### src/common/loader_pkg.sv
// Loader package
// Download index codes, decode event kinds and CRT image layout

package loader_pkg;

	typedef logic [7:0] dl_index_t;
	typedef logic [15:0] cart_word_t;

	// Download index codes
	localparam dl_index_t IDX_PRG     = 8'h04;
	localparam dl_index_t IDX_CRT     = 8'h05;
	localparam dl_index_t IDX_CRT_ALT = 8'hC0;

	// Events passed from the byte decoder to the sequencer
	typedef enum logic [2:0] {
		EV_SET_LO,
		EV_SET_HI,
		EV_CRT_START,
		EV_PKT_START,
		EV_DATA,
		EV_PRG_END
	} load_ev_t;

	// CRT file header offsets
	localparam int unsigned CRT_OFS_ID_HI = 'h16;
	localparam int unsigned CRT_OFS_ID_LO = 'h17;
	localparam int unsigned CRT_OFS_EXROM = 'h18;
	localparam int unsigned CRT_OFS_GAME  = 'h19;
	localparam int unsigned CRT_OFS_PKT   = 'h40;

	localparam int unsigned CRT_PKT_HDR_LEN = 16;

endpackage

### src/common/c64_mem_pkg.sv
// Computer memory map package
// Memory widths, cartridge area and BASIC zero-page pointers

package c64_mem_pkg;

	localparam int MEM_ADDR_W = 25;

	typedef logic [7:0] mem_byte_t;

	// Cartridge payload area with packets on 8 KB boundaries
	localparam logic [MEM_ADDR_W-1:0] CRT_BASE = 25'h100000;
	localparam int CRT_ALIGN_W = 13;

	// Pointer walk stops here
	localparam int unsigned MEMINIT_END = 'h100;

	// ====================
	// BASIC pointers
	// ====================
	localparam mem_byte_t PTR_TXT_LO     = 8'h2B;
	localparam mem_byte_t PTR_TXT_HI     = 8'h2C;
	localparam mem_byte_t TXT_VAL_LO     = 8'h01;
	localparam mem_byte_t TXT_VAL_HI     = 8'h08;
	localparam mem_byte_t PTR_SAVE_LO    = 8'hAC;
	localparam mem_byte_t PTR_SAVE_HI    = 8'hAD;
	localparam mem_byte_t SAVE_START_VAL = 8'h00;
	// These follow the program end with the low byte first
	localparam mem_byte_t PTR_VAR_LO     = 8'h2D;
	localparam mem_byte_t PTR_VAR_HI     = 8'h2E;
	localparam mem_byte_t PTR_ARY_LO     = 8'h2F;
	localparam mem_byte_t PTR_ARY_HI     = 8'h30;
	localparam mem_byte_t PTR_STR_LO     = 8'h31;
	localparam mem_byte_t PTR_STR_HI     = 8'h32;
	localparam mem_byte_t PTR_LEND_LO    = 8'hAE;
	localparam mem_byte_t PTR_LEND_HI    = 8'hAF;

endpackage
### src/common/mem_req_if.sv
// Pending memory write from the load sequencer to the slot block
// req is held, with addr and data stable, until done pulses

interface mem_req_if
	import c64_mem_pkg::*;
#(
	parameter int ADDR_W = MEM_ADDR_W
);

	logic              req;
	logic [ADDR_W-1:0] addr;
	mem_byte_t         data;
	logic              done;

	modport seq (output req, output addr, output data, input done);

	modport slot (input req, input addr, input data, output done);

endinterface

### src/hw/c64_loader.sv
// Program and cartridge loader
// Turns a host byte stream into slotted memory writes

module c64_loader
	import loader_pkg::*;
	import c64_mem_pkg::*;
#(
	parameter int                ADDR_W   = MEM_ADDR_W,
	parameter logic [ADDR_W-1:0] CRT_BASE = c64_mem_pkg::CRT_BASE
) (
	input  logic              clk_sys,
	input  logic              reset_n,
	// Host download port
	input  logic              dl_active_i,
	input  dl_index_t         dl_index_i,
	input  logic              dl_wr_i,
	input  logic [ADDR_W-1:0] dl_addr_i,
	input  mem_byte_t         dl_data_i,
	output logic              dl_wait_o,
	// Memory side
	input  logic              io_cycle_i,
	output logic              mem_ce_o,
	output logic              mem_we_o,
	output logic [ADDR_W-1:0] mem_addr_o,
	output mem_byte_t         mem_data_o,
	// Cartridge header
	output cart_word_t        cart_id_o,
	output mem_byte_t         cart_exrom_o,
	output mem_byte_t         cart_game_o,
	output mem_byte_t         bank_type_o,
	output cart_word_t        bank_num_o,
	output cart_word_t        bank_laddr_o,
	output cart_word_t        bank_size_o,
	output logic [ADDR_W-1:0] bank_addr_o,
	output logic              bank_wr_o,
	output logic              cart_attached_o
);

	logic      ev_valid;
	load_ev_t  ev_kind;
	mem_byte_t ev_data;

	mem_req_if #(.ADDR_W(ADDR_W)) mem_req ();

	dl_decode #(
		.ADDR_W(ADDR_W)
	) i_dl_decode (
		.clk_sys         (clk_sys),
		.reset_n         (reset_n),
		.dl_active_i     (dl_active_i),
		.dl_index_i      (dl_index_i),
		.dl_wr_i         (dl_wr_i),
		.dl_addr_i       (dl_addr_i),
		.dl_data_i       (dl_data_i),
		.ev_valid_o      (ev_valid),
		.ev_kind_o       (ev_kind),
		.ev_data_o       (ev_data),
		.cart_id_o       (cart_id_o),
		.cart_exrom_o    (cart_exrom_o),
		.cart_game_o     (cart_game_o),
		.bank_type_o     (bank_type_o),
		.bank_num_o      (bank_num_o),
		.bank_laddr_o    (bank_laddr_o),
		.bank_size_o     (bank_size_o),
		.bank_wr_o       (bank_wr_o),
		.cart_attached_o (cart_attached_o)
	);

	load_sequencer #(
		.ADDR_W   (ADDR_W),
		.CRT_BASE (CRT_BASE)
	) i_load_sequencer (
		.clk_sys     (clk_sys),
		.reset_n     (reset_n),
		.ev_valid_i  (ev_valid),
		.ev_kind_i   (ev_kind),
		.ev_data_i   (ev_data),
		.req_o       (mem_req.seq),
		.bank_addr_o (bank_addr_o),
		.wait_o      (dl_wait_o)
	);

	mem_slot #(
		.ADDR_W(ADDR_W)
	) i_mem_slot (
		.clk_sys    (clk_sys),
		.reset_n    (reset_n),
		.io_cycle_i (io_cycle_i),
		.req_i      (mem_req.slot),
		.mem_ce_o   (mem_ce_o),
		.mem_we_o   (mem_we_o),
		.mem_addr_o (mem_addr_o),
		.mem_data_o (mem_data_o)
	);

endmodule

### src/hw/loader/mem_slot.sv
// Memory slot block
// Puts the pending write on the memory bus for one free slot

module mem_slot
	import c64_mem_pkg::*;
#(
	parameter int ADDR_W = MEM_ADDR_W
) (
	input  logic              clk_sys,
	input  logic              reset_n,
	input  logic              io_cycle_i,
	mem_req_if.slot           req_i,
	output logic              mem_ce_o,
	output logic              mem_we_o,
	output logic [ADDR_W-1:0] mem_addr_o,
	output mem_byte_t         mem_data_o
);

	logic io_q;
	logic wr_act;
	logic done_q;
	logic slot_open;
	logic slot_close;
	logic start_wr;

	// io_cycle_i low means the slot belongs to the loader
	assign slot_open  = !io_cycle_i && io_q;
	assign slot_close = io_cycle_i && !io_q;
	// done_q blocks a second start before req has dropped
	assign start_wr   = slot_open && req_i.req && !done_q;

	always_ff @(posedge clk_sys) begin
		if (!reset_n) begin
			io_q <= 1'b1;
			wr_act <= 1'b0;
			done_q <= 1'b0;
		end else begin
			io_q <= io_cycle_i;
			done_q <= 1'b0;
			if (start_wr)
				wr_act <= 1'b1;
			if (slot_close && wr_act) begin
				wr_act <= 1'b0;
				done_q <= 1'b1;
			end
		end
	end

	always_ff @(posedge clk_sys) begin
		if (start_wr) begin
			mem_addr_o <= req_i.addr;
			mem_data_o <= req_i.data;
		end
	end

	assign mem_ce_o   = wr_act;
	assign mem_we_o   = wr_act;
	assign req_i.done = done_q;

endmodule

### src/hw/loader/load_sequencer.sv
// Load sequencer
// Keeps the load address and program end, runs the BASIC pointer
// walk after a PRG download and raises one write request at a time

module load_sequencer
	import loader_pkg::*;
	import c64_mem_pkg::*;
#(
	parameter int                ADDR_W   = MEM_ADDR_W,
	parameter logic [ADDR_W-1:0] CRT_BASE = c64_mem_pkg::CRT_BASE
) (
	input  logic              clk_sys,
	input  logic              reset_n,
	input  logic              ev_valid_i,
	input  load_ev_t          ev_kind_i,
	input  mem_byte_t         ev_data_i,
	mem_req_if.seq            req_o,
	output logic [ADDR_W-1:0] bank_addr_o,
	output logic              wait_o
);

	logic [ADDR_W-1:0] load_addr;
	logic [15:0]       prg_end;
	mem_byte_t         data_q;
	logic              req_q;
	logic              walk_q;
	logic              walk_end;
	logic              ptr_hit;
	mem_byte_t         ptr_val;

	assign walk_end = (load_addr == ADDR_W'(MEMINIT_END));

	// Pointer bytes that a BASIC LOAD would leave behind
	always_comb begin
		ptr_hit = 1'b1;
		ptr_val = SAVE_START_VAL;
		case (load_addr[7:0])
			PTR_TXT_LO: ptr_val = TXT_VAL_LO;
			PTR_TXT_HI: ptr_val = TXT_VAL_HI;
			PTR_SAVE_LO, PTR_SAVE_HI: ptr_val = SAVE_START_VAL;
			PTR_VAR_LO, PTR_ARY_LO, PTR_STR_LO, PTR_LEND_LO: ptr_val = prg_end[7:0];
			PTR_VAR_HI, PTR_ARY_HI, PTR_STR_HI, PTR_LEND_HI: ptr_val = prg_end[15:8];
			default: ptr_hit = 1'b0;
		endcase
	end

	// ====================
	// Address and request
	// ====================
	always_ff @(posedge clk_sys) begin
		if (!reset_n) begin
			req_q <= 1'b0;
			walk_q <= 1'b0;
			load_addr <= '0;
		end else begin
			if (req_o.done) begin
				req_q <= 1'b0;
				load_addr <= load_addr + 1'b1;
			end
			// One cycle per skipped address
			if (walk_q && !req_q) begin
				if (walk_end)
					walk_q <= 1'b0;
				else if (ptr_hit)
					req_q <= 1'b1;
				else
					load_addr <= load_addr + 1'b1;
			end
			if (ev_valid_i) begin
				case (ev_kind_i)
					EV_SET_LO: load_addr <= ADDR_W'(ev_data_i);
					EV_SET_HI: load_addr[15:8] <= ev_data_i;
					EV_CRT_START: load_addr <= CRT_BASE;
					EV_PKT_START: begin
						if (load_addr[CRT_ALIGN_W-1:0] != '0)
							load_addr <= {load_addr[ADDR_W-1:CRT_ALIGN_W] + 1'b1,
								{CRT_ALIGN_W{1'b0}}};
					end
					EV_DATA: req_q <= 1'b1;
					EV_PRG_END: begin
						walk_q <= 1'b1;
						load_addr <= '0;
					end
					default: ;
				endcase
			end
		end
	end

	// Write data and program end
	always_ff @(posedge clk_sys) begin
		if (ev_valid_i) begin
			case (ev_kind_i)
				EV_SET_LO: prg_end[7:0] <= ev_data_i;
				EV_SET_HI: prg_end[15:8] <= ev_data_i;
				EV_DATA: begin
					data_q <= ev_data_i;
					prg_end <= prg_end + 1'b1;
				end
				default: ;
			endcase
		end else if (walk_q && !req_q && !walk_end && ptr_hit) begin
			data_q <= ptr_val;
		end
	end

	assign req_o.req  = req_q;
	assign req_o.addr = load_addr;
	assign req_o.data = data_q;

	assign bank_addr_o = load_addr;
	// Host holds off while a write or the pointer walk is pending
	assign wait_o = req_q | walk_q;

endmodule

### src/hw/loader/dl_decode.sv
// Download stream decoder
// Classifies host bytes by index and offset into load events,
// tracks CRT chip packets and captures the cartridge header fields

module dl_decode
	import loader_pkg::*;
	import c64_mem_pkg::*;
#(
	parameter int ADDR_W = MEM_ADDR_W
) (
	input  logic              clk_sys,
	input  logic              reset_n,
	input  logic              dl_active_i,
	input  dl_index_t         dl_index_i,
	input  logic              dl_wr_i,
	input  logic [ADDR_W-1:0] dl_addr_i,
	input  mem_byte_t         dl_data_i,
	output logic              ev_valid_o,
	output load_ev_t          ev_kind_o,
	output mem_byte_t         ev_data_o,
	output cart_word_t        cart_id_o,
	output mem_byte_t         cart_exrom_o,
	output mem_byte_t         cart_game_o,
	output mem_byte_t         bank_type_o,
	output cart_word_t        bank_num_o,
	output cart_word_t        bank_laddr_o,
	output cart_word_t        bank_size_o,
	output logic              bank_wr_o,
	output logic              cart_attached_o
);

	logic        active_q;
	logic [3:0]  hdr_cnt;
	logic [31:0] blk_len;
	logic        is_prg;
	logic        is_crt;
	logic        pkt_area;
	logic        pkt_start;
	logic        in_hdr;
	logic        ev_hit;
	load_ev_t    ev_kind_d;

	assign is_prg = (dl_index_i[5:0] == IDX_PRG[5:0]) && (dl_index_i[7:6] == 2'b00);
	assign is_crt = (dl_index_i == IDX_CRT) || (dl_index_i == IDX_CRT_ALT);

	assign pkt_area  = is_crt && (dl_addr_i >= ADDR_W'(CRT_OFS_PKT));
	// Next chip packet begins once the previous block is used up
	assign pkt_start = pkt_area && (blk_len == '0) && (hdr_cnt == '0);
	assign in_hdr    = pkt_area && (hdr_cnt != '0);

	always_comb begin
		ev_hit = 1'b0;
		ev_kind_d = EV_DATA;
		if (active_q && !dl_active_i && is_prg) begin
			ev_hit = 1'b1;
			ev_kind_d = EV_PRG_END;
		end else if (dl_wr_i && is_prg) begin
			ev_hit = 1'b1;
			if (dl_addr_i == ADDR_W'(0))
				ev_kind_d = EV_SET_LO;
			else if (dl_addr_i == ADDR_W'(1))
				ev_kind_d = EV_SET_HI;
		end else if (dl_wr_i && is_crt) begin
			if (dl_addr_i == ADDR_W'(0)) begin
				ev_hit = 1'b1;
				ev_kind_d = EV_CRT_START;
			end else if (pkt_start) begin
				ev_hit = 1'b1;
				ev_kind_d = EV_PKT_START;
			end else if (pkt_area && !in_hdr) begin
				ev_hit = 1'b1;
			end
		end
	end

	// ====================
	// Control state
	// ====================
	always_ff @(posedge clk_sys) begin
		if (!reset_n) begin
			active_q <= 1'b0;
			ev_valid_o <= 1'b0;
			bank_wr_o <= 1'b0;
			cart_attached_o <= 1'b0;
			hdr_cnt <= '0;
			blk_len <= '0;
		end else begin
			active_q <= dl_active_i;
			ev_valid_o <= ev_hit;
			bank_wr_o <= 1'b0;
			// Attached flag drops at CRT start and sets at CRT end
			if (is_crt && (active_q != dl_active_i))
				cart_attached_o <= active_q;
			if (dl_wr_i && is_crt) begin
				if (dl_addr_i == ADDR_W'(0)) begin
					hdr_cnt <= '0;
					blk_len <= '0;
				end else if (pkt_start) begin
					hdr_cnt <= 4'd1;
				end else if (in_hdr) begin
					hdr_cnt <= hdr_cnt + 1'b1;
					case (hdr_cnt)
						4'd4: blk_len[31:24] <= dl_data_i;
						4'd5: blk_len[23:16] <= dl_data_i;
						4'd6: blk_len[15:8] <= dl_data_i;
						4'd7: blk_len[7:0] <= dl_data_i;
						// Packet length includes its own header
						4'd8: blk_len <= blk_len - 32'(CRT_PKT_HDR_LEN);
						default: ;
					endcase
					if (hdr_cnt == 4'(CRT_PKT_HDR_LEN - 1))
						bank_wr_o <= 1'b1;
				end else if (pkt_area) begin
					blk_len <= blk_len - 1'b1;
				end
			end
		end
	end

	// Event payload and header fields
	always_ff @(posedge clk_sys) begin
		if (ev_hit) begin
			ev_kind_o <= ev_kind_d;
			ev_data_o <= dl_data_i;
		end
		if (dl_wr_i && is_crt) begin
			if (dl_addr_i == ADDR_W'(CRT_OFS_ID_HI))
				cart_id_o[15:8] <= dl_data_i;
			if (dl_addr_i == ADDR_W'(CRT_OFS_ID_LO))
				cart_id_o[7:0] <= dl_data_i;
			if (dl_addr_i == ADDR_W'(CRT_OFS_EXROM))
				cart_exrom_o <= dl_data_i;
			if (dl_addr_i == ADDR_W'(CRT_OFS_GAME))
				cart_game_o <= dl_data_i;
			if (in_hdr) begin
				case (hdr_cnt)
					4'd9:  bank_type_o <= dl_data_i;
					4'd10: bank_num_o[15:8] <= dl_data_i;
					4'd11: bank_num_o[7:0] <= dl_data_i;
					4'd12: bank_laddr_o[15:8] <= dl_data_i;
					4'd13: bank_laddr_o[7:0] <= dl_data_i;
					4'd14: bank_size_o[15:8] <= dl_data_i;
					4'd15: bank_size_o[7:0] <= dl_data_i;
					default: ;
				endcase
			end
		end
	end

endmodule

### config.mk
export PLATFORM = sky130hd
export DESIGN_NAME = c64_loader
export DESIGN_NICKNAME = d
export VERILOG_FILES = /design/src/common/loader_pkg.sv /design/src/common/c64_mem_pkg.sv /design/src/common/mem_req_if.sv /design/src/hw/c64_loader.sv /design/src/hw/loader/mem_slot.sv /design/src/hw/loader/load_sequencer.sv /design/src/hw/loader/dl_decode.sv
export SDC_FILE = /design/constraint.sdc
export NUM_CORES = 1
export LEC_CHECK = 0
export BUFFER_PORTS_ARGS = -buffer_cell sky130_fd_sc_hd__buf_2
export CELL_PAD_IN_SITES_DETAIL_PLACEMENT = 0
export CELL_PAD_IN_SITES_GLOBAL_PLACEMENT = 1
export CORE_MARGIN = 2
export CORE_UTILIZATION = 45
export CTS_BUF_LIST = sky130_fd_sc_hd__clkbuf_8
export CTS_CLUSTER_DIAMETER = 80
export DETAILED_ROUTE_END_ITERATION = 7
export PLACE_DENSITY = 0.92
export SYNTH_ARGS = -nofsm -noshare
export SYNTH_HDL_FRONTEND = slang
export SYNTH_SLANG_ARGS = --single-unit
### constraint.sdc
create_clock -name clk_sys -period 8.6 [get_ports clk_sys]
set_input_delay 0.86 -clock clk_sys [delete_from_list [all_inputs] [get_ports clk_sys]]
set_output_delay 0.86 -clock clk_sys [all_outputs]
set_load 0.02 [all_outputs]
=== Yosys cells after proc, flatten, opt, wreduce, memory -nomap -nowiden ===
Index checks and enable logic that the tools add are counted.

* Equal/unequal tests: 45
* Shift-type cells: 0
* Order comparisons: 1
* Add/subtract/negate cells: 6
* Multiply operators: 0
* Bitwise logic cells: 4
* Reductions and logical operators: 66
* Divide/modulo/power cells: 0
* Mux-type cells: 51

{| class="wikitable"
|+ Operators with widths
! operator !! count
|-
| $mux 25 || 6
|-
| $mux 32 || 4
|-
| $eq 25x5->1 const B || 4
|-
| $pmux 8 s2 || 6
|-
| $eq 8x6->1 const B || 8
|-
| $pmux 8 s3 || 2
|-
| $eq 8x8->1 const B || 5
|-
| $eq 4x4->1 const B || 8
|-
| $logic_not 32->1 || 1
|-
| $pmux 8 s4 || 1
|-
| $sub 32x1->32 const B || 1
|-
| $sub 32x5->32 const B || 1
|-
| $pmux 9 s3 || 1
|-
| $add 25x1->25 const B || 1
|-
| $eq 25x1->1 const B || 1
|-
| $eq 25x9->1 const B || 1
|-
| $ge 25x7->1 const B || 1
|-
| $logic_not 25->1 || 1
|-
| $mux 8 || 3
|-
| $reduce_and 3->1 || 7
|-
| $logic_and 1x1->1 || 19
|-
| $mux 1 || 19
|-
| $mux 3 || 6
|-
| $add 16x1->16 const B || 1
|-
| other kinds (31) || 65
|}

* Memories: 0
* Bits in read-only memories: 0
* Output and inout port bits: 151
* Latch bits: 0
* Input port bits: 46
* RAM bits: 0
* Word-level logic and storage cells: 206
* Register bits after elaboration: 226

=== Logic depth before layout (Yosys ltp) ===
Gate-level depths: netlist (run 1).

* Depth in word-level cells: 12
* Depth in mapped cells: 11
* Depth with buffers taken out: 9

=== By module ===
Synthesis (run 1) repeated with hierarchy kept, for this count alone.

* Cell total of the unflattened synthesis: 1062
* Area, all modules: 11320.9 µm²

{| class="wikitable"
|+ By module, submodules not included
! module !! cells each !! times used !! seq. area each (µm²) !! area an instance (µm²)
|-
| dl_decode || 605 || 1 || 3773.6 || 6686.4
|-
| load_sequencer || 413 || 1 || 1261.2 || 3525.9
|-
| mem_slot || 44 || 1 || 1051.0 || 1108.6
|}

=== Least setup slack after synthesis (run 1) ===
No wires, ideal clock.

* Path kind: input -> register
* From: input io_cycle_i
* To: register i_mem_slot.mem_addr_o[0] (enable)
* Buffers on the path: 0
* Slack: 4738 ps
* Setup time: 474 ps
* Required time: 8126 ps
* Arrival: 3388 ps
* Stages: 1
* Cell sequence: nor3b_1

* Longest elaborated chain between the ends: 4

{| class="wikitable"
|+ RTL lines
! element !! line !! RTL
|-
| start: declaration || c64_loader.sv:21 || <nowiki>input logic io_cycle_i,</nowiki>
|-
| $logic_not 1->1 || mem_slot.sv:27 || <nowiki>assign slot_open = !io_cycle_i && io_q;</nowiki>
|-
| $logic_and 1x1->1 || mem_slot.sv:27 ||
|-
| $logic_and 1x1->1 (2 in a row) || mem_slot.sv:30 || <nowiki>assign start_wr = slot_open && req_i.req && !done_q;</nowiki>
|-
| end signal: assignment || mem_slot.sv:51 || <nowiki>mem_addr_o <= req_i.addr;</nowiki>
|-
| end: declaration || mem_slot.sv:15 || <nowiki>output logic [ADDR_W-1:0] mem_addr_o,</nowiki>
|}

No other way between the ends.
A chain may end at the register's enable or synchronous reset.

=== Final worst setup path (run 1) ===
* From: register i_load_sequencer.load_addr[0], in the netlist i_load_sequencer.bank_addr_o[0]
* To: register i_load_sequencer.data_q[7], in the netlist i_load_sequencer.req_o.data[7] (enable)

* Longest elaborated chain between the ends: 6
* Elaborated cells between the ends (all ways): 20
* Classes of those cells: eq/ne (13); mux (1); reduce/logical (6)

{| class="wikitable"
|+ RTL lines
! element !! line !! RTL
|-
| start: declaration || load_sequencer.sv:22 || <nowiki>logic [ADDR_W-1:0] load_addr;</nowiki>
|-
| start signal: assignment || load_sequencer.sv:58 || <nowiki>load_addr <= load_addr + 1'b1;</nowiki>
|-
| start signal: assignment || load_sequencer.sv:67 || <nowiki>load_addr <= load_addr + 1'b1;</nowiki>
|-
| start signal: assignment || load_sequencer.sv:71 || <nowiki>EV_SET_LO: load_addr <= ADDR_W'(ev_data_i);</nowiki>
|-
| $eq 8x8->1 (tied with other cells) || load_sequencer.sv:37 || <nowiki>case (load_addr[7:0])</nowiki>
|-
| $reduce_or 12->1 (no source line) or $logic_not 1->1 (tied branches) || - ||
|-
| $mux 1 or $logic_and 1x1->1 (tied branches) || load_sequencer.sv:37, load_sequencer.sv:102 ||
|-
| $logic_and 1x1->1 (*) || load_sequencer.sv:102 || <nowiki>end else if (walk_q && !req_q && !walk_end && ptr_hit) begin</nowiki>
|-
| $reduce_bool 2->1 (no source line) (*) || - ||
|-
| $reduce_and 2->1 (no source line) (*) || - ||
|-
| end signal: assignment || load_sequencer.sv:97 || <nowiki>data_q <= ev_data_i;</nowiki>
|-
| end signal: assignment || load_sequencer.sv:103 || <nowiki>data_q <= ptr_val;</nowiki>
|-
| end: declaration || load_sequencer.sv:24 || <nowiki>mem_byte_t data_q;</nowiki>
|}

Every way passes the cells marked *; elsewhere a longest branch is shown, timed or not.

==> impl_metrics.ini, run 1 <==
[run_status]
status = completed

[power]
p_switching_mw = 0.4692
p_int_mw = 1.643
irDropWorstVdd_uv = 125.7
combPwrFrac_pct = 2.2
p_per_area_nw_per_um2 = 168.8
p_sw_share_pct = 22.22
sequentialPowerShare_pct = 54.8
power_leakage_nw = 4.880
power.clock.fraction_pct = 42.9

[finish]
final_cell_mix = buf_2 (196), edfxtp_1 (156), nand2_1 (105), nor2_1 (93), a21oi_1 (75)
final_cell_count_no_fill = 1540
area_delta_synth_final_pct = 18.98
layout-drive-gt1-share_pct = 22.19
mostFrequentLayoutCell = buf_2
layout.nets = 1256

[floorplan]
die-area_um2 = 24610
initial_utilization_pct = 46.17
ioPinCount = 197
die_w_um = 156.9
fp.coreArea_um2 = 22780
fp.dieH_um = 156.9
rows = 55

[yosys]
syn_nets = 1054
yosysSeqAreaShare_pct = 57.86
synthDistinctLibCells = 73
yosys_warnings = 0
synthCells = 995
synth-seq-cells = 226
ys.flop_type = edfxtp_1
syn_area_per_cell_um2 = 10.57
ys_async_sr_fraction_pct = 0
synth_edf_count = 156
netlist_area_um2 = 10520

[sta]
slew_headroom_pct = 18.97
layout_setup_ws_ns = 4.755
final-setup-viol-count = 0
drv_slew = 0
whs_ns = 0.3941
finalHoldViolCount = 0
period_share_pct = 44.71
min_period_ns = 3.845
worstMarginPinSlew_ns = 1.203
rsz0062_at_grt = false
fmax_mhz = 260.1
finalClockSkew_ns = 0.03921
setup_tns_ns = 0

[grt]
grt_pass1_vias = 8461
antenna_found_initial = 0
grt_usage_pct = 23.39
gr-total-overflow = 0
grt_max_degree = 37
grt_pass1_wl_um = 45350

[clock_network]
clock_path_buffers = 3
cts_setup_buffers = 0
root_buffer = clkbuf_8
cts-resized-gates = 0
cts.clk_slew.worst_paths_ns = 0.06
cts_tree = yes
cts_buffers = 39
clk_latency_ns = 0.54
cts_hold_buf = 0
h-tree-depth = 2
clock_sinks = 226

[worst_setup_path]
crit_path_start = i_load_sequencer.bank_addr_o[0]
cpPeakStageDelay_ns = 0.94
path_class = reg -> reg
r2r_slack_ns = 4.76
worstSetupStartpointType = flip-flop
critPathBufInv = 1
cp.arrival_ns = 3.97
crit_cells = 9
timing.rr.end = i_load_sequencer.req_o.data[7]
critPathTopFamily = compound AO/OA/AOI/OAI gates
r2r-start = i_load_sequencer.bank_addr_o[0]
critical_path.max_fanout = 10
cp_data_required_time_ns = 8.72
rr_worst_depth = 9
crit_end = i_load_sequencer.req_o.data[7]
crit_path_top_delay_cell = o21ai_0
crit_chain = inv_1 -> ha_1 -> nor4b_1 -> a41oi_1 -> o21ai_1 -> nor2_1 -> nand3_1 -> nand2_1 -> o21ai_0
end_kind = flip-flop

[placement]
placed_cells = 1469
gp_congestion = 0.8802
port_buffers = 196
dp_hpwl_um = 20020
place_ws_ns = 4.652

[drt]
avgRoutedWirePerCell_um = 18.91
vias_per_cell = 5.779
route.met3.wl_um = 2294
routed.top_layer = met4
first_iter_violations = 781
drtAntennaViolNets = 0
detail_route.first_pass.iterations = 5
wirelength_met1_um = 11590
drc = 0
finalWirelength_um = 29120
dr_wl_met2_um = 14400
via_count = 8899

[min_path]
hp-class = reg -> reg

[job]
maxCapViolations = 0
==> synthesized netlist by cell type, types with 8 or more instances <==
cell      count  area, um^2
a211oi_1     17       127.6
a21oi_1      75       375.4
a22oi_1       9       67.56
a31oi_1      11       68.82
and2_1       11       68.82
and3_1       18       112.6
clkbuf_1     37       138.9
dfxtp_1      70        1401
edfxtp_1    156        4684
ha_1         13       162.7
inv_1        22       82.58
nand2_1     105       394.1
nand2b_1     10       62.56
nand3_1      25       125.1
nand4_1      13       81.33
nor2_1       93       349.1
nor2b_1       8       50.05
nor3_1       28       140.1
nor4_1       16       100.1
o211ai_1      8       60.06
o21ai_0      69       345.3
o22ai_1       9       56.30
xnor2_1      27       236.5
xor2_1       16       140.1
==> stage by stage <==
step	util (%)	power (mW)	instance area, um^2
floorplan	-	1.199	10520
global route	54.92	2.176	12510
CTS	54.92	2.132	12510
finish	54.94	2.112	12510
detailed placement	51.75	1.228	11790
global placement	51.75	1.227	11790
==> per-layer routing <==
layer	global-route usage (%)	vias up
met4	9.262	0
met5	0	-
met1	29.51	4252
li1	-	4170
met3	4.514	70
met2	39.62	407
==> worst reg2reg max path: stages (launching register included) <==
cell and delay (ns):
dfxtp_1 0.37, inv_1 0.16, ha_1 0.24, nor4b_1 0.56
a41oi_1 0.19, o21ai_1 0.67, nor2_1 0.11, nand3_1 0.11
nand2_1 0.08, o21ai_0 0.94
==> cells by family after synthesis <==
group | share of synthesized area, %
adder cells (fa/ha/maj) | 1.547
AO/OA/AOI/OAI | 16.11
XOR/XNOR | 3.581
multiplexers | 0.6067
buffers and inverters | 2.451
AND/OR/NAND/NOR | 17.84
flip-flops | 57.86
==> worst min-delay path by stage <==
stage	startpoint	to	depth (start not counted)
6_report	i_load_sequencer.req_o.data[0]	i_mem_slot.mem_data_o[0]	0
4_1_cts	i_load_sequencer.req_o.data[0]	i_mem_slot.mem_data_o[0]	0
5_1_grt	i_load_sequencer.req_o.data[2]	i_mem_slot.mem_data_o[2]	0
3_3_place_gp	i_load_sequencer.req_o.data[1]	i_mem_slot.mem_data_o[1]	0
3_5_place_dp	i_load_sequencer.req_o.data[2]	i_mem_slot.mem_data_o[2]	0
2_1_floorplan	i_load_sequencer.req_o.data[0]	i_mem_slot.mem_data_o[0]	0
==> layout make-up <==
class | count | area, um^2
antenna | 1 | 2.502
sequential | 226 | 6086
multi-input combinational | 703 | 4179
clock inverter | 26 | 117.6
timing repair buffer | 205 | 1049
clock buffer | 44 | 605.6
fill | 1982 | 10260
tap | 313 | 391.6
inverter | 22 | 82.58
==> power groups by stage <==
stage	combinational [mW]	sequential, mW	clock [mW]
2_1_floorplan	0.0177	1.18	0
3_3_place_gp	0.0459	1.18	0
3_5_place_dp	0.0466	1.18	0
4_1_cts	0.0467	1.16	0.927
5_1_grt	0.0509	1.16	0.967
6_report	0.0474	1.16	0.906
==> sequential cells by signal, indices dropped and copies added (netlist names), 16 cells and up <==
register and count:
i_load_sequencer.prg_end 16, i_load_sequencer.bank_addr_o 25, i_mem_slot.mem_addr_o 25, i_dl_decode.cart_id_o 16
i_dl_decode.bank_laddr_o 16, i_dl_decode.bank_size_o 16, i_dl_decode.bank_num_o 16, i_dl_decode.blk_len 32
Power figures use the tool's default switching activity.
==> run 2: changes to the inputs <==
Settings changed: ABC_AREA set to 1, CORE_UTILIZATION 45 to 39, PLACE_DENSITY 0.92 to 0.87.
Clock period 8.6 ns to 3.5 ns, I/O delays scaled along.
==> impl_metrics.ini, run 2 <==
[run_status]
status = completed

[worst_setup_path]
critical_path.max_fanout = 11
cp.arrival_ns = 3.11
path_class = reg -> reg
end_kind = flip-flop
cp_data_required_time_ns = 3.97
worstSetupStartpointType = flip-flop

[grt]
grt_usage_pct = 21.94
antenna_found_initial = 0
grt_pass1_wl_um = 57760
grt_max_degree = 35
grt_pass1_vias = 10640
gr-total-overflow = 0

[sta]
final-setup-viol-count = 0
finalClockSkew_ns = 0.02503
finalHoldViolCount = 0
fmax_mhz = 379.7
min_period_ns = 2.634
worstMarginPinSlew_ns = 0.8147
period_share_pct = 75.25
rsz0062_at_grt = false
setup_tns_ns = 0
drv_slew = 0
slew_headroom_pct = 45.48

[yosys]
synth_area_leaders = edfxtp_1 (38%), nand2_1 (12%), dfxtp_1 (11%)
synth_top_area_cell = edfxtp_1
synth_edf_count = 156
synth_top_cell_area_share_pct = 38.22
yosysSeqAreaShare_pct = 49.66
synthDistinctLibCells = 48
syn_nets = 1591
ys.flop_type = edfxtp_1
netlist_top_cells_count = nand2_1 (400), nor2_1 (215), inv_1 (171), edfxtp_1 (156), nand3_1 (124)
synth-seq-cells = 226
yosys_warnings = 0
ys_async_sr_fraction_pct = 0
synth.most_common_cell = nand2_1
synthCells = 1532
syn_area_per_cell_um2 = 8.000
netlist_area_um2 = 12260

[clock_network]
cts-resized-gates = 0
cts_tree = yes
h-tree-depth = 2
clock_path_buffers = 3
cts_buffers = 41
cts.clk_slew.worst_paths_ns = 0.06
clk_latency_ns = 0.56
clock_sinks = 226
root_buffer = clkbuf_8

[floorplan]
fp.coreArea_um2 = 30750
ioPinCount = 197
die_w_um = 181.3
die-area_um2 = 32860
initial_utilization_pct = 39.86
fp.dieH_um = 181.3
rows = 64

[power]
irDropWorstVdd_uv = 297.5
power_leakage_nw = 6.565
p_per_area_nw_per_um2 = 374.0
power_mw = 5.402

[min_path]
hp-class = in -> reg

[job]
maxCapViolations = 0

[drt]
detail_route.first_pass.iterations = 5
finalWirelength_um = 36670
drc = 0
vias_per_cell = 5.152
avgRoutedWirePerCell_um = 16.77
via_count = 11260
drtAntennaViolNets = 0
first_iter_violations = 876

[finish]
antenna-diode-count = 0
final_cell_mix = nand2_1 (400), nor2_1 (215), buf_2 (196), inv_1 (191), edfxtp_1 (156)
mostFrequentLayoutCell = nand2_1
fillers = 3069
largest_reg_flops = 32
layout-drive-gt1-share_pct = 19.16
regMostFlops = i_dl_decode.blk_len
layout.nets = 1817
final_util_pct = 46.97
area_delta_synth_final_pct = 17.86

[placement]
dp_hpwl_um = 26790
port_buffers = 196
gp_congestion = 0.9038
==> run 2: path summary, 6_finish.rpt <==
path	start	to	slack (ns)	cells past startpoint
worst max-delay path	i_load_sequencer.bank_addr_o[0]	i_load_sequencer.bank_addr_o[1]	0.87	10
worst min-delay path	io_cycle_i	i_mem_slot.io_q	0.04	2
worst max register to register	i_load_sequencer.bank_addr_o[0]	i_load_sequencer.bank_addr_o[1]	0.87	10
worst min register to register	i_load_sequencer.req_o.data[0]	i_mem_slot.mem_data_o[0]	0.42	0
==> run 2: per-stage QoR <==
step	cell area, um^2	instances	setup slack [ns]	hold WS [ns]
floorplan	12260	1532	0.1334	0.4003
global placement	13680	2110	0.9203	0.4024
detailed placement	13680	2110	0.8744	0.4045
CTS	14440	2186	0.9167	0.01576
global route	14440	2186	0.5895	0.02472
finish	14440	2186	0.8662	0.04315
==> run 2: critical path: stages, from the launching register on <==
cell     delay (ns)
dfxtp_1        0.40
inv_1          0.14
ha_1           0.21
nand3_1        0.08
nor2_1         0.17
nand4_1        0.48
nor2_1         0.35
inv_1          0.09
nand2_1        0.34
nand3_1        0.14
a21oi_1        0.16
==> run 2: cell families after synthesis <==
group                    synth area share (%)
AND/OR/NAND/NOR                         30.73
buffers and inverters                   7.228
XOR/XNOR                                3.216
adder cells (fa/ha/maj)                 1.327
flip-flops                              49.66
AO/OA/AOI/OAI                           7.841
==> run 2: layout make-up <==
cell class	instances	area [um^2]	area share (%)
inverters	181	681.9	4.721
clock inverters	30	138.9	0.9615
clock buffers	45	619.3	4.288
repair buffers	216	1134	7.848
flip-flops and latches	226	6086	42.13
multi-input cells	1092	5289	36.62
well taps	396	495.5	3.430
==> run 2: where the power goes <==
part	total, mW	switching, mW	leakage [nW]	internal (mW)
sequential	2.85	0.00379	2.00	2.84
clock	2.34	1.15	0.460	1.19
combinational	0.218	0.147	4.10	0.0714
==> run 2: what timing repair did <==
action | in CTS | in global routing
buffers inserted | 0 | 0
endpoints found under the hold margin | 1 | 0
hold buffers | 1 | 0
==> run 2: routing by layer <==
metal  vias to the layer above  share of wire (%)  wire, um  track usage, %
li1                       5487                  -         -               -
met4                         0                3.0      1090           7.610
met1                      5251                 43     15590           28.44
met5                         -                  0         0               0
met2                       446                 48     17630           37.23
met3                        79                6.4      2365           3.507
